[src/verilog/memory_pkg.sv]
`default_nettype none

package memory_pkg;

    // Geometry of the level-1 data cache
    // Direct-mapped, one 32-bit word per line, write-back with write-allocate

    // Number of index bits, giving the line count below
    localparam int INDEX_W = 4;

    // Tag bits kept per line
    localparam int TAG_W = 4;

    // Word address as seen by the LSQ and by L2, tag on top of index
    localparam int ADDR_W = TAG_W + INDEX_W;

    // Width of one cache word
    localparam int DATA_W = 32;

    // Lines in the array, one per index value
    localparam int N_LINES = 1 << INDEX_W;

    // Source served by stage d0 in a given cycle
    // The scheduler ranks them in the order listed here
    // NoReq is the idle value when nobody asks for the array ports
    typedef enum logic [2:0] {
        // Sweep that clears valid and dirty bits after reset
        RstBlock,
        // Replay of the request held in d1 after its refill
        D1,
        // Refill word coming back from L2
        L2Cache,
        // Read of a dirty victim on its way to L2
        UpdateL2,
        // New load or store from the load/store queue
        LSQ,
        // Nothing to do this cycle
        NoReq
    } d0_winner_e;

endpackage

`default_nettype wire
[src/verilog/cache_reset_block.sv]
`timescale 1ns/1ps
`default_nettype none

module cache_reset_block import memory_pkg::*; (
    input  logic               clk_i,
    input  logic               rst_i,
    // Sweep in progress, the block owns d0 while this is high
    output logic               busy_o,
    // Line whose valid and dirty bits are cleared in this cycle
    output logic [INDEX_W-1:0] clr_index_o
);

    logic               busy_q;
    logic [INDEX_W-1:0] cnt_q;

    // One index per cycle, starting at zero once reset is released
    // The last index clears in the cycle where the count reaches N_LINES-1
    always_ff @(posedge clk_i) begin
        if (rst_i) begin
            busy_q <= 1'b1;
            cnt_q  <= '0;
        end else if (busy_q) begin
            cnt_q <= cnt_q + 1'b1;
            if (cnt_q == INDEX_W'(N_LINES - 1)) begin
                busy_q <= 1'b0;
            end
        end
    end

    assign busy_o      = busy_q;
    assign clr_index_o = cnt_q;

endmodule

`default_nettype wire

[src/verilog/d0_arbiter.sv]
`timescale 1ns/1ps
`default_nettype none

module d0_arbiter import memory_pkg::*; (
    // Source picked by the scheduler
    input  d0_winner_e winner_i,
    // d1 is empty or retires its item in this cycle
    input  logic       d1_rdy_i,
    // d1 holds a missed request that waits for its refill
    input  logic       d1_stalled_i,
    // Acknowledge toward L2 for the refill word
    output logic       l2c_rdy_o,
    // Acknowledge toward the LSQ for the request
    output logic       lsq_rdy_o,
    // d0 performs the winner's action and feeds d1 at the next edge
    output logic       d0_enable_o
);

    always_comb begin
        // Nothing is served unless a case below says so
        l2c_rdy_o   = 1'b0;
        lsq_rdy_o   = 1'b0;
        d0_enable_o = 1'b0;
        case (winner_i)
            // The sweep runs before any item can be in d1
            RstBlock: begin
                d0_enable_o = 1'b1;
            end
            // The replay replaces the parked request, so d1 always has room
            D1: begin
                d0_enable_o = 1'b1;
            end
            // A refill only writes the array, so a stalled d1 does not block it
            L2Cache: begin
                if (d1_rdy_i || d1_stalled_i) begin
                    l2c_rdy_o   = 1'b1;
                    d0_enable_o = 1'b1;
                end
            end
            // The victim read carries an item into d1 and needs a free slot
            // It has no acknowledge since d1 itself loaded the update block
            UpdateL2: begin
                if (d1_rdy_i) begin
                    d0_enable_o = 1'b1;
                end
            end
            // New work enters only when d1 makes room
            LSQ: begin
                if (d1_rdy_i) begin
                    lsq_rdy_o   = 1'b1;
                    d0_enable_o = 1'b1;
                end
            end
            default: begin
                d0_enable_o = 1'b0;
            end
        endcase
    end

endmodule

`default_nettype wire

[src/verilog/d0_scheduler.sv]
`timescale 1ns/1ps
`default_nettype none

module d0_scheduler import memory_pkg::*; (
    // Reset sweep still running
    input  logic       rst_busy_i,
    // d1 asks to replay its held request
    input  logic       d1_replay_i,
    // Refill data waiting from L2
    input  logic       l2c_valid_i,
    // A dirty victim waits to be read out
    input  logic       upd_pending_i,
    // The LSQ presents a request
    input  logic       lsq_valid_i,
    // Source that owns d0 in this cycle
    output d0_winner_e winner_o
);

    // Fixed priority, highest first
    // The sweep must finish before any other access touches the arrays
    // A replay always goes first after a refill so the held request completes
    // A refill is never kept waiting behind new work
    // The victim read comes before new LSQ work so the miss can proceed
    always_comb begin
        if (rst_busy_i) begin
            winner_o = RstBlock;
        end else if (d1_replay_i) begin
            winner_o = D1;
        end else if (l2c_valid_i) begin
            winner_o = L2Cache;
        end else if (upd_pending_i) begin
            winner_o = UpdateL2;
        end else if (lsq_valid_i) begin
            winner_o = LSQ;
        end else begin
            winner_o = NoReq;
        end
    end

endmodule

`default_nettype wire

[src/verilog/d1_stage.sv]
`timescale 1ns/1ps
`default_nettype none

module d1_stage import memory_pkg::*; (
    input  logic               clk_i,
    input  logic               rst_i,
    input  d0_winner_e         winner_i,
    input  logic               d0_enable_i,
    input  logic [INDEX_W-1:0] clr_index_i,
    input  logic               lsq_we_i,
    input  logic [ADDR_W-1:0]  lsq_addr_i,
    input  logic [DATA_W-1:0]  lsq_wdata_i,
    input  logic [DATA_W-1:0]  l2c_data_i,
    input  logic [INDEX_W-1:0] upd_index_i,
    output logic               d1_rdy_o,
    output logic               d1_stalled_o,
    output logic               d1_replay_o,
    output logic               dirty_miss_o,
    output logic [INDEX_W-1:0] victim_index_o,
    output logic               rsp_valid_o,
    output logic [DATA_W-1:0]  rsp_rdata_o,
    output logic               l2_req_o,
    output logic [ADDR_W-1:0]  l2_req_addr_o,
    output logic               l2_wr_o,
    output logic [ADDR_W-1:0]  l2_wr_addr_o,
    output logic [DATA_W-1:0]  l2_wr_data_o
);

    // Cache arrays, valid and dirty start undefined until the sweep
    logic [TAG_W-1:0]   tag_mem [N_LINES];
    logic [DATA_W-1:0]  data_mem [N_LINES];
    logic [N_LINES-1:0] valid_mem;
    logic [N_LINES-1:0] dirty_mem;

    // d1 control, the request fields stay put through the whole miss
    logic d1_valid_q, d1_upd_q, stalled_q, replay_q, rsp_valid_q;
    logic               req_we_q;
    logic [ADDR_W-1:0]  req_addr_q;
    logic [DATA_W-1:0]  req_wdata_q;
    // Line contents read in d0 for the item now in d1
    logic [INDEX_W-1:0] rd_idx_q;
    logic [TAG_W-1:0]   rd_tag_q;
    logic [DATA_W-1:0]  rd_data_q, rsp_rdata_q;
    logic               rd_valid_q, rd_dirty_q;

    logic               do_clr, cap_fill, cap_lsq, cap_rep, cap_upd, cap_any;
    logic [INDEX_W-1:0] req_idx, rd_idx;
    logic [TAG_W-1:0]   req_tag;
    logic               req_chk, upd_chk, hit, miss, st_hit, fwd;

    // Action taken by d0 in this cycle
    assign do_clr   = d0_enable_i && (winner_i == RstBlock);
    assign cap_fill = d0_enable_i && (winner_i == L2Cache);
    assign cap_rep  = d0_enable_i && (winner_i == D1);
    assign cap_lsq  = d0_enable_i && (winner_i == LSQ);
    assign cap_upd  = d0_enable_i && (winner_i == UpdateL2);
    assign cap_any  = cap_lsq || cap_rep || cap_upd;

    assign req_idx = req_addr_q[INDEX_W-1:0];
    assign req_tag = req_addr_q[ADDR_W-1:INDEX_W];

    // A replay reads the held request again, the victim read uses the pending index
    always_comb begin
        if (winner_i == LSQ) begin
            rd_idx = lsq_addr_i[INDEX_W-1:0];
        end else if (winner_i == D1) begin
            rd_idx = req_idx;
        end else begin
            rd_idx = upd_index_i;
        end
    end

    // Tag check on the item registered at the last edge
    assign req_chk = d1_valid_q && !d1_upd_q;
    assign upd_chk = d1_valid_q && d1_upd_q;
    assign hit     = rd_valid_q && (rd_tag_q == req_tag);
    assign miss    = req_chk && !hit;
    assign st_hit  = req_chk && hit && req_we_q;
    // A store retiring now would be missed by the d0 read of the same line
    assign fwd     = st_hit && (rd_idx == req_idx);

    always_ff @(posedge clk_i) begin
        if (do_clr) begin
            valid_mem[clr_index_i] <= 1'b0;
            dirty_mem[clr_index_i] <= 1'b0;
        end
        // Refill installs the missed line clean, a replay then finds it
        if (cap_fill) begin
            tag_mem[req_idx]   <= req_tag;
            data_mem[req_idx]  <= l2c_data_i;
            valid_mem[req_idx] <= 1'b1;
            dirty_mem[req_idx] <= 1'b0;
        end
        if (st_hit) begin
            data_mem[req_idx]  <= req_wdata_q;
            dirty_mem[req_idx] <= 1'b1;
        end
    end

    always_ff @(posedge clk_i) begin
        if (rst_i) begin
            d1_valid_q  <= 1'b0;
            d1_upd_q    <= 1'b0;
            stalled_q   <= 1'b0;
            replay_q    <= 1'b0;
            rsp_valid_q <= 1'b0;
        end else begin
            d1_valid_q  <= cap_any;
            d1_upd_q    <= cap_upd;
            rsp_valid_q <= req_chk && hit;
            // A dirty miss waits for its victim to leave before asking L2
            if ((miss && !rd_dirty_q) || upd_chk) begin
                stalled_q <= 1'b1;
            end else if (cap_fill) begin
                stalled_q <= 1'b0;
            end
            replay_q <= cap_fill;
        end
    end

    always_ff @(posedge clk_i) begin
        if (cap_lsq) begin
            req_we_q    <= lsq_we_i;
            req_addr_q  <= lsq_addr_i;
            req_wdata_q <= lsq_wdata_i;
        end
        if (cap_any) begin
            rd_idx_q   <= rd_idx;
            rd_tag_q   <= tag_mem[rd_idx];
            rd_valid_q <= valid_mem[rd_idx];
            rd_data_q  <= fwd ? req_wdata_q : data_mem[rd_idx];
            rd_dirty_q <= fwd || dirty_mem[rd_idx];
        end
        // Stores echo their data, loads return the line
        rsp_rdata_q <= req_we_q ? req_wdata_q : rd_data_q;
    end

    // The victim drain slot is the only use of d1 while the update block is pending
    assign d1_rdy_o       = (!d1_valid_q && !stalled_q && !replay_q) || (req_chk && hit);
    assign d1_stalled_o   = stalled_q;
    assign d1_replay_o    = replay_q;
    assign dirty_miss_o   = miss && rd_valid_q && rd_dirty_q;
    assign victim_index_o = rd_idx_q;
    assign rsp_valid_o    = rsp_valid_q;
    assign rsp_rdata_o    = rsp_rdata_q;
    assign l2_req_o       = stalled_q;
    assign l2_req_addr_o  = req_addr_q;
    assign l2_wr_o        = upd_chk;
    assign l2_wr_addr_o   = {rd_tag_q, rd_idx_q};
    assign l2_wr_data_o   = rd_data_q;

endmodule

`default_nettype wire

[src/verilog/l1d_top.sv]
`timescale 1ns/1ps
`default_nettype none

module l1d_top import memory_pkg::*; (
    input  logic              clk_i,
    input  logic              rst_i,
    // Load/store queue side
    input  logic              lsq_valid_i,
    input  logic              lsq_we_i,
    input  logic [ADDR_W-1:0] lsq_addr_i,
    input  logic [DATA_W-1:0] lsq_wdata_i,
    output logic              lsq_rdy_o,
    output logic              rsp_valid_o,
    output logic [DATA_W-1:0] rsp_rdata_o,
    // Refill from L2
    output logic              l2_req_o,
    output logic [ADDR_W-1:0] l2_req_addr_o,
    input  logic              l2c_valid_i,
    input  logic [DATA_W-1:0] l2c_data_i,
    output logic              l2c_rdy_o,
    // Writeback toward L2
    output logic              l2_wr_o,
    output logic [ADDR_W-1:0] l2_wr_addr_o,
    output logic [DATA_W-1:0] l2_wr_data_o
);

    d0_winner_e         winner;
    logic               rst_busy, d1_rdy, d1_stalled, d1_replay, d0_enable;
    logic               upd_pending, upd_served, dirty_miss;
    logic [INDEX_W-1:0] clr_index, upd_index, victim_index;

    // The update block releases its entry once d0 reads the victim
    assign upd_served = d0_enable && (winner == UpdateL2);

    d0_scheduler u_d0_scheduler (
        .rst_busy_i    (rst_busy),
        .d1_replay_i   (d1_replay),
        .l2c_valid_i   (l2c_valid_i),
        .upd_pending_i (upd_pending),
        .lsq_valid_i   (lsq_valid_i),
        .winner_o      (winner)
    );

    d0_arbiter u_d0_arbiter (
        .winner_i     (winner),
        .d1_rdy_i     (d1_rdy),
        .d1_stalled_i (d1_stalled),
        .l2c_rdy_o    (l2c_rdy_o),
        .lsq_rdy_o    (lsq_rdy_o),
        .d0_enable_o  (d0_enable)
    );

    cache_reset_block u_cache_reset_block (
        .clk_i       (clk_i),
        .rst_i       (rst_i),
        .busy_o      (rst_busy),
        .clr_index_o (clr_index)
    );

    l2_update_block u_l2_update_block (
        .clk_i          (clk_i),
        .rst_i          (rst_i),
        .load_i         (dirty_miss),
        .victim_index_i (victim_index),
        .served_i       (upd_served),
        .pending_o      (upd_pending),
        .index_o        (upd_index)
    );

    d1_stage u_d1_stage (
        .clk_i          (clk_i),
        .rst_i          (rst_i),
        .winner_i       (winner),
        .d0_enable_i    (d0_enable),
        .clr_index_i    (clr_index),
        .lsq_we_i       (lsq_we_i),
        .lsq_addr_i     (lsq_addr_i),
        .lsq_wdata_i    (lsq_wdata_i),
        .l2c_data_i     (l2c_data_i),
        .upd_index_i    (upd_index),
        .d1_rdy_o       (d1_rdy),
        .d1_stalled_o   (d1_stalled),
        .d1_replay_o    (d1_replay),
        .dirty_miss_o   (dirty_miss),
        .victim_index_o (victim_index),
        .rsp_valid_o    (rsp_valid_o),
        .rsp_rdata_o    (rsp_rdata_o),
        .l2_req_o       (l2_req_o),
        .l2_req_addr_o  (l2_req_addr_o),
        .l2_wr_o        (l2_wr_o),
        .l2_wr_addr_o   (l2_wr_addr_o),
        .l2_wr_data_o   (l2_wr_data_o)
    );

endmodule

`default_nettype wire

[src/verilog/l2_update_block.sv]
`timescale 1ns/1ps
`default_nettype none

module l2_update_block import memory_pkg::*; (
    input  logic               clk_i,
    input  logic               rst_i,
    // d1 found a dirty victim in this cycle
    input  logic               load_i,
    // Index of that victim line
    input  logic [INDEX_W-1:0] victim_index_i,
    // d0 grants the victim read in this cycle
    input  logic               served_i,
    // A victim waits for its d0 slot
    output logic               pending_o,
    // Line that d0 must read out toward L2
    output logic [INDEX_W-1:0] index_o
);

    logic               pending_q;
    logic [INDEX_W-1:0] index_q;

    // Only one miss is outstanding, so one entry is enough
    always_ff @(posedge clk_i) begin
        if (rst_i) begin
            pending_q <= 1'b0;
        end else if (load_i) begin
            pending_q <= 1'b1;
        end else if (served_i) begin
            pending_q <= 1'b0;
        end
    end

    // Victim index captured together with the dirty miss
    always_ff @(posedge clk_i) begin
        if (load_i) begin
            index_q <= victim_index_i;
        end
    end

    assign pending_o = pending_q;
    assign index_o   = index_q;

endmodule

`default_nettype wire

[config.mk]
export PLATFORM = sky130hd
export DESIGN_NAME = l1d_top
export DESIGN_NICKNAME = d
export VERILOG_FILES = /design/src/verilog/memory_pkg.sv /design/src/verilog/cache_reset_block.sv /design/src/verilog/d0_arbiter.sv /design/src/verilog/d0_scheduler.sv /design/src/verilog/d1_stage.sv /design/src/verilog/l1d_top.sv /design/src/verilog/l2_update_block.sv
export SDC_FILE = /design/constraint.sdc
export NUM_CORES = 1
export LEC_CHECK = 0
export ABC_CLOCK_PERIOD_IN_PS = 3300
export BUFFER_PORTS_ARGS = -buffer_cell sky130_fd_sc_hd__clkbuf_2
export CAP_MARGIN = 0
export CORE_MARGIN = 3
export CORE_UTILIZATION = 55
export DETAILED_ROUTE_END_ITERATION = 6
export PLACE_DENSITY = 0.76
export SLEW_MARGIN = 10
export SYNTH_ARGS = -nofsm -noshare
export SYNTH_HDL_FRONTEND = slang
export SYNTH_SLANG_ARGS = --single-unit
[constraint.sdc]
create_clock -name clk_i -period 3.3 [get_ports clk_i]
set_input_delay 0.66 -clock clk_i [delete_from_list [all_inputs] [get_ports clk_i]]
set_output_delay 0.66 -clock clk_i [all_outputs]
set_load 0.02 [all_outputs]
==> metrics.md, run 1 <==
| Metric | Value |
|---|---|
| Clk sinks | `738` |
| Seq cells post-synth | `approximately 740` |
| Largest area contributor in the netlist | `edfxtp_1` |
| Most frequent cells in the layout | `663 x edfxtp_1, 430 x nand2_1, 291 x a21oi_1, 161 x clkbuf_2, 79 x clkbuf_16` |
| Outcome | `finished clean` |
| Tightest Pin Transition | `~1 ns` |
| Seq/Total Area, Yosys | `0.747` |
| Die width | `roughly 230 um` |
| Number of flops mapped to enable cells by yosys | `about 660` |
| Starting DRT DRC Count | `around 2300` |
| Final hold violations | `0` |
| # port buffers | `between 150 and 200` |
| Final Slew Violations | `0` |
| CTS Buffer Depth | `3` |
| Hold buffer count at CTS | `0` |
| Layout Cells excl Fill | `roughly 3000` |
| Overall Power | `18.9 mW` |
| Leak Pwr | `about 12 nW` |
| Top_reg_cell synth | `edfxtp_1` |
| DRT Pass-1 Iters | `5` |
| Antenna Nets Post-Route | `0` |
| Clock Pin Slew Worst Setup and Hold Paths | `~0.060 ns` |
| Largest net degree at the start of global routing | `~140` |
| Worst Hold Class | `input pin to flip-flop` |
| GR Overflow Total | `0` |
| Vias in the first global route | `approximately 18000` |
| Synthesized instance count | `2039` |
| Final min period | `3.16 ns` |
| CTS H-tree depth | `3` |
| Placed Area | `slightly above 0.03 sq mm` |
| Reg2reg setup slack | `between 0.1 and 0.15 ns` |
| Vias after detailed routing | `roughly 19000` |
| Global Route Usage Sum | `0.268` |
| Leading post-synthesis cells by cell area | `edfxtp_1 69%, nand2_1 5.6%, dfxtp_1 5.2%` |
| Clk Tree Root Cell | `clkbuf_16` |
| First-pass GRT wire length | `between 100 and 150 mm` |
| Pwr Density | `between 500 and 600 mW/mm^2` |
| Core footprint | `0.0514 sq mm` |
| Diode count | `0` |
| Syn Nets | `~2100` |
| Worst EP arrival | `3.48 ns` |
| Total Routed Length | `about 73 mm` |
| Vias per inst | `approximately 6.2` |
| Syn Std Cell Area | `0.0287 sq mm` |
| Final HPWL DP | `~40 mm` |
| Synth-to-layout area growth | `17.4%` |
| GP Congestion | `a little under 0.9` |
| Yosys cell types | `48` |
| CTS tree | `done` |
| Drt drc | `0` |
| Maxcap violations | `0` |
| Sum Neg Setup Slack | `0 ns` |
| Post-synth top area share | `0.695` |
| Layout fillers | `about 3500` |
| Commonest non-fill, non-tap cell in the layout | `edfxtp_1` |
| Clock buffer count from CTS | `75` |
| Peak VDD IR | `0.364 mV` |
| Kind of critical path | `flip-flop to flip-flop` |
| Maximum operating frequency | `316 MHz` |
| Layout cell share with drive strength beyond 1 | `0.198` |
| Rows | `83` |
| Fin nets | `2332` |
| Req. time, crit path | `around 3.6 ns` |
| Critical Path Sink Type | `flip-flop` |
| DIE HEIGHT | `around 230 um` |
| Initial Util | `0.557` |
| Final Setup Violations | `0` |
| Design Area, Final | `0.0336 sq mm` |
| Synth warn | `0` |
| Worst rel slew slack | `0.337` |
| Startpoint type of the worst setup path | `flip-flop` |
| Ports | `around 160` |
| WL/cell | `24.5 um` |
| Clock latency at the later pin of the worst-skew pair | `roughly 0.62 ns` |
| Placed Instances | `2851` |
| Antenna violations before repair | `0` |
| Fin crit share | `0.958` |
| Die area | `around 0.055 sq mm` |
| Unrepaired setup endpoints after global routing | `no` |
| Crit-path max FO | `27` |
| Clock Skews | `around 0.026 ns` |
| Asr flop ratio synth | `0` |
| Syn Area/Cell | `14.1 sq um` |
cell type report:
type	instances	area (sq um)	area share
sequential	738	21400	0.637
clock inverter	32	343	0.0102
multi-input combinational	1162	6870	0.204
tap	680	851	0.0253
timing repair buffer	262	2030	0.0603
inverter	12	55.1	0.00164
clock buffer	104	2070	0.0616
worst max-delay path, stage by stage, from the launching register on:
cell       delay [ns]
dfxtp_1          0.33
buf_4            0.16
nor4_4           0.39
nand2_4          0.16
mux2i_4          0.21
buf_4            0.27
inv_8            0.16
buf_12           0.20
buf_4            0.18
nand2_1          0.07
a21oi_1          0.07
nor4_1           0.48
a2bb2oi_1        0.17
final timing paths:
| path | startpoint | end | cells past startpoint |
|---|---|---|---|
| worst max register to register | u_cache_reset_block.busy_o | u_d1_stage.l2_wr_data_o[22] | 12 |
| worst min register to register | u_d1_stage.dirty_mem[9] | u_d1_stage.dirty_mem[9] | 2 |
| worst max-delay path | u_cache_reset_block.busy_o | u_d1_stage.l2_wr_data_o[22] | 12 |
| worst min-delay path | lsq_we_i | u_d1_stage.req_we_q | 1 |
state kept, by name, summed over array words and instances, names as in the netlist, 4 cells and up:
name,cells
u_cache_reset_block.clr_index_o,4
u_d1_stage.data_mem,512
u_d1_stage.dirty_mem,16
u_d1_stage.l2_req_addr_o,8
u_d1_stage.l2_wr_data_o,32
u_d1_stage.rd_tag_q,4
u_d1_stage.req_wdata_q,32
u_d1_stage.rsp_rdata_o,32
u_d1_stage.tag_mem,64
u_d1_stage.valid_mem,16
u_d1_stage.victim_index_o,4
u_l2_update_block.index_o,4
through the flow:
| stage | hold WS (ns) | setup WS (ns) | utilization |
|---|---|---|---|
| global placement | 0.457 | -0.0834 | 0.606 |
| global route | 0.205 | 0.00470 | 0.654 |
| CTS | 0.191 | 0.208 | 0.654 |
| floorplan | 0.444 | -0.490 | - |
| detailed placement | 0.464 | -0.203 | 0.606 |
| finish | 0.221 | 0.139 | 0.654 |
synthesized netlist by cell type (3+ instances only):
cell / count
buf_1: 22
a2bb2oi_1: 31
mux2i_4: 3
edfxtp_1: 663
ha_1: 4
mux2_2: 36
mux4_2: 20
a221oi_1: 63
mux2i_1: 30
nor2_1: 55
nor4_1: 32
a21oi_1: 291
nand3_1: 9
nand4_1: 5
a22oi_1: 36
o22ai_1: 16
dfxtp_1: 75
inv_1: 10
clkbuf_1: 62
xor2_1: 3
nor2b_1: 3
nand2_1: 431
nor3_1: 6
nand2b_1: 4
buf_2: 43
o21ai_0: 51
xnor2_1: 8
timing repair:
item,CTS,global route
pin swaps,1,0
setup buffers,3,0
resized for setup,0,1
setup endpoints to repair,3,1
per-layer routing:
metal	vias to the layer above	part of all wire	GRT usage
met2	1135	0.47	0.420
met5	-	0	0
met4	0	0.029	0.104
met3	162	0.10	0.0510
met1	9221	0.40	0.378
li1	8155	-	-
power breakdown:
part | internal [mW] | leakage (nW) | switching [mW]
logic | 0.110 | 3.90 | 0.189
clock network | 4.88 | 1.17 | 3.48
registers | 10.2 | 6.58 | 0.0417
total | 15.2 | 11.6 | 3.71
cells by family (layout without fill, tap and decap cells):
family                     Yosys count  in the layout  synth area share
DFF                                738            738             0.747
and+or+nand+nor                    557            557            0.0796
AOI/OAI and AO/OA                  500            500             0.105
buffers and inverters              139            410            0.0201
muxes                               90             90            0.0432
xor gates and xnor gates            11             11           0.00336
adders and majority gates            4              4           0.00175
Power figures use the tool's default switching activity.
==> inputs of run 2 (changes only) <==
CTS_BUF_LIST = sky130_fd_sc_hd__clkbuf_8   (was not set)
==> metrics.md, run 2 (same netlist as run 1, synthesis figures left out) <==
| Metric | Value |
|---|---|
| Hold Crit Depth | `1 (unchanged)` |
| Reg power frac | `0.573 (+0.031)` |
| Top reg by flops | `u_d1_stage.data_mem` |
| Crit-path max FO | `3 (-89%)` |
| Outcome | `finished clean` |
| Worst EP arrival | `2.44 ns (-1.04 ns)` |
| Starting DRT DRC Count | `2334 (+1.0%)` |
| CP Cell Sequence | `xnor2_1, nand4_1, nor2_1, buf_4, nor2_1, nor2_1, clkbuf_2` |
| Final Setup Violations | `0 (unchanged)` |
| # port buffers | `161 (unchanged)` |
| Uppermost routed layer | `met5` |
| First-pass GRT wire length | `109 mm (-0.40%)` |
| Tightest Pin Transition | `0.996 ns (+0.00409 ns)` |
| Hold Crit Endpoint | `u_d1_stage.req_wdata_q[1]` |
| Die area | `0.0549 sq mm (unchanged)` |
| CTS tree | `done` |
| Clock Pin Slew Worst Setup and Hold Paths | `0.06 ns (about the same)` |
| Reg-to-Reg End | `u_d1_stage.l2_wr_data_o[16]` |
| Peak VDD IR | `0.308 mV (-15%)` |
| RR Startpoint | `u_cache_reset_block.busy_o` |
| Wire length on met3 | `7.04 mm (-4.0%)` |
| Antenna Nets Post-Route | `0 (unchanged)` |
| Startpoint type of the worst setup path | `flip-flop` |
| Die width | `234 um (unchanged)` |
| Largest register FFs | `512 (unchanged)` |
| Comb power frac | `0.016 (about the same)` |
| Unrepaired setup endpoints after global routing | `no` |
| Leak Pwr | `11.8 nW (+0.94%)` |
| Clk Tree Root Cell | `clkbuf_8` |
| Pwr Density | `536 mW/mm^2 (-4.7%)` |
| Reg2reg setup slack | `0.21 ns (+0.07 ns)` |
| GR Overflow Total | `0 (unchanged)` |
| Layout cell share with drive strength beyond 1 | `0.211 (+0.0131)` |
| Layout Cells excl Fill | `3070 (+2.7%)` |
| Total Routed Length | `72.5 mm (-1.0%)` |
| Worst hold slack | `0.105 ns (-0.116 ns)` |
| GP Congestion | `0.880 (unchanged)` |
| Min-delay src | `lsq_wdata_i[1]` |
| Req. time, crit path | `2.64 ns (-0.98 ns)` |
| Largest net degree at the start of global routing | `136 (unchanged)` |
| Critical Path Sink Type | `output pin` |
| Ports | `162 (unchanged)` |
| CTS H-tree depth | `3 (unchanged)` |
| Final hold violations | `0 (unchanged)` |
| Final min period | `3.10 ns (-0.0640 ns)` |
| Rows | `83 (unchanged)` |
| Commonest non-fill, non-tap cell in the layout | `edfxtp_1` |
| Initial Util | `0.557 (unchanged)` |
| DIE HEIGHT | `234 um (unchanged)` |
| Final HPWL DP | `41.2 mm (unchanged)` |
| CTS Buffer Depth | `3 (unchanged)` |
| Internal power | `14.2 mW (-6.9%)` |
| Crit-path leading delay family | `simple AND/OR/NAND/NOR gates` |
| Core footprint | `0.0514 sq mm (unchanged)` |
| Sw power | `3.76 mW (+1.2%)` |
| Worst rel slew slack | `0.335 (-0.00273)` |
| Hold buffer count at CTS | `0 (unchanged)` |
| Crit-path slowest cell | `edfxtp_1` |
| Synth-to-layout area growth | `16.7%` |
| Max stage delay on crit path | `0.45 ns (-0.03 ns)` |
| Sum Neg Setup Slack | `0 ns (unchanged)` |
| Global Route Usage Sum | `0.265 (-0.00278)` |
| Fin crit share | `0.938 (-0.0194)` |
| Leading registers by flop count | `u_d1_stage.data_mem: 512 flops, u_d1_stage.tag_mem: 64 flops` |
| Kind of critical path | `flip-flop to output pin` |
| Vias after detailed routing | `18800 (+0.56%)` |
| WL/cell | `23.6 um (-3.6%)` |
| Maxcap violations | `0 (unchanged)` |
| WL met1 | `29.5 mm (+0.49%)` |
| WL met2 | `34.0 mm (-1.5%)` |
| Maximum operating frequency | `323 MHz (+2.1%)` |
| Clock buffer count from CTS | `114 (+52%)` |
| WP buf/inv | `2 (-3)` |
| Clk pwr share | `0.411 (-0.031)` |
| Placed Instances | `2851 (unchanged)` |
| Switching Share | `0.210 (+0.0135)` |
| Clk sinks | `738 (unchanged)` |
| Vias per inst | `6.12 (-2.1%)` |
| Antenna violations before repair | `2 (+2)` |
| DRT Pass-1 Iters | `5 (unchanged)` |
| Drt drc | `0 (unchanged)` |
| Fin util | `0.651 (-0.00372)` |
| R2R depth | `10 (-2)` |
| Final Slew Violations | `0 (unchanged)` |
| Most frequent cells in the layout | `663 x edfxtp_1, 430 x nand2_1, 291 x a21oi_1, 161 x clkbuf_2, 123 x clkbuf_8` |
| Fin nets | `2371 (+1.7%)` |
| Vias in the first global route | `18500 (+0.37%)` |
| Clock latency at the later pin of the worst-skew pair | `0.74 ns (+0.12 ns)` |
| Worst path most repeated cell | `nor2_1` |
| Clock Skews | `0.0516 ns (+0.0254 ns)` |
| Worst Hold Class | `input pin to flip-flop` |
==> run 2: how the worst max path moves through the flow <==
stage,slack [ns],from,endpoint,cells past startpoint
6_report,0.20,u_d1_stage.rd_tag_q[0],lsq_rdy_o,7
2_1_floorplan,-0.49,u_d1_stage.l2_req_addr_o[4],u_d1_stage.data_mem[15][0],6
3_5_place_dp,-0.20,l2c_valid_i,u_d1_stage.l2_wr_data_o[4],9
4_1_cts,0.02,u_d1_stage.l2_req_addr_o[5],u_d1_stage.l2_wr_data_o[11],10
3_3_place_gp,-0.08,l2c_valid_i,u_d1_stage.l2_wr_data_o[1],9
5_1_grt,0.01,u_d1_stage.rd_tag_q[1],lsq_rdy_o,7
==> run 2: layout make-up <==
class	instances	area, sq um
flip-flops and latches	738	21400
fillers	3590	18000
multi-input cells	1162	6870
repair buffers	262	2030
clock buffers	123	1690
well taps	680	851
clock inverters	92	527
inverters	12	55.1
diodes	1	2.50
==> run 2: metrics by stage <==
step,area (sq um),setup slack (ns),power [mW]
3_5_place_dp,31200,-0.203,10.7
4_1_cts,33400,0.0217,18.0
5_1_grt,33400,0.0131,18.5
3_3_place_gp,31200,-0.0834,10.7
6_report,33400,0.203,17.9
2_1_floorplan,28700,-0.490,10.6
==> run 2: power groups by stage <==
stage / combinational (mW) / sequential [mW] / clock [mW]
floorplan: 0.171 / 10.4 / 0
global placement: 0.274 / 10.4 / 0
detailed placement: 0.293 / 10.5 / 0
CTS: 0.295 / 10.3 / 7.46
global route: 0.336 / 10.3 / 7.87
finish: 0.296 / 10.3 / 7.36
==> run 2: metal layers <==
layer / track usage / up-vias
li1: - / 8251
met1: 0.383 / 9267
met2: 0.411 / 1096
met3: 0.0426 / 162
met4: 0.102 / 2
met5: 0 / -
==> run 2: repair_timing <==
item | 4_1_cts | 5_1_grt
gates resized for setup | 0 | 1
endpoints found under the setup margin | 0 | 18
buffers inserted | 0 | 3
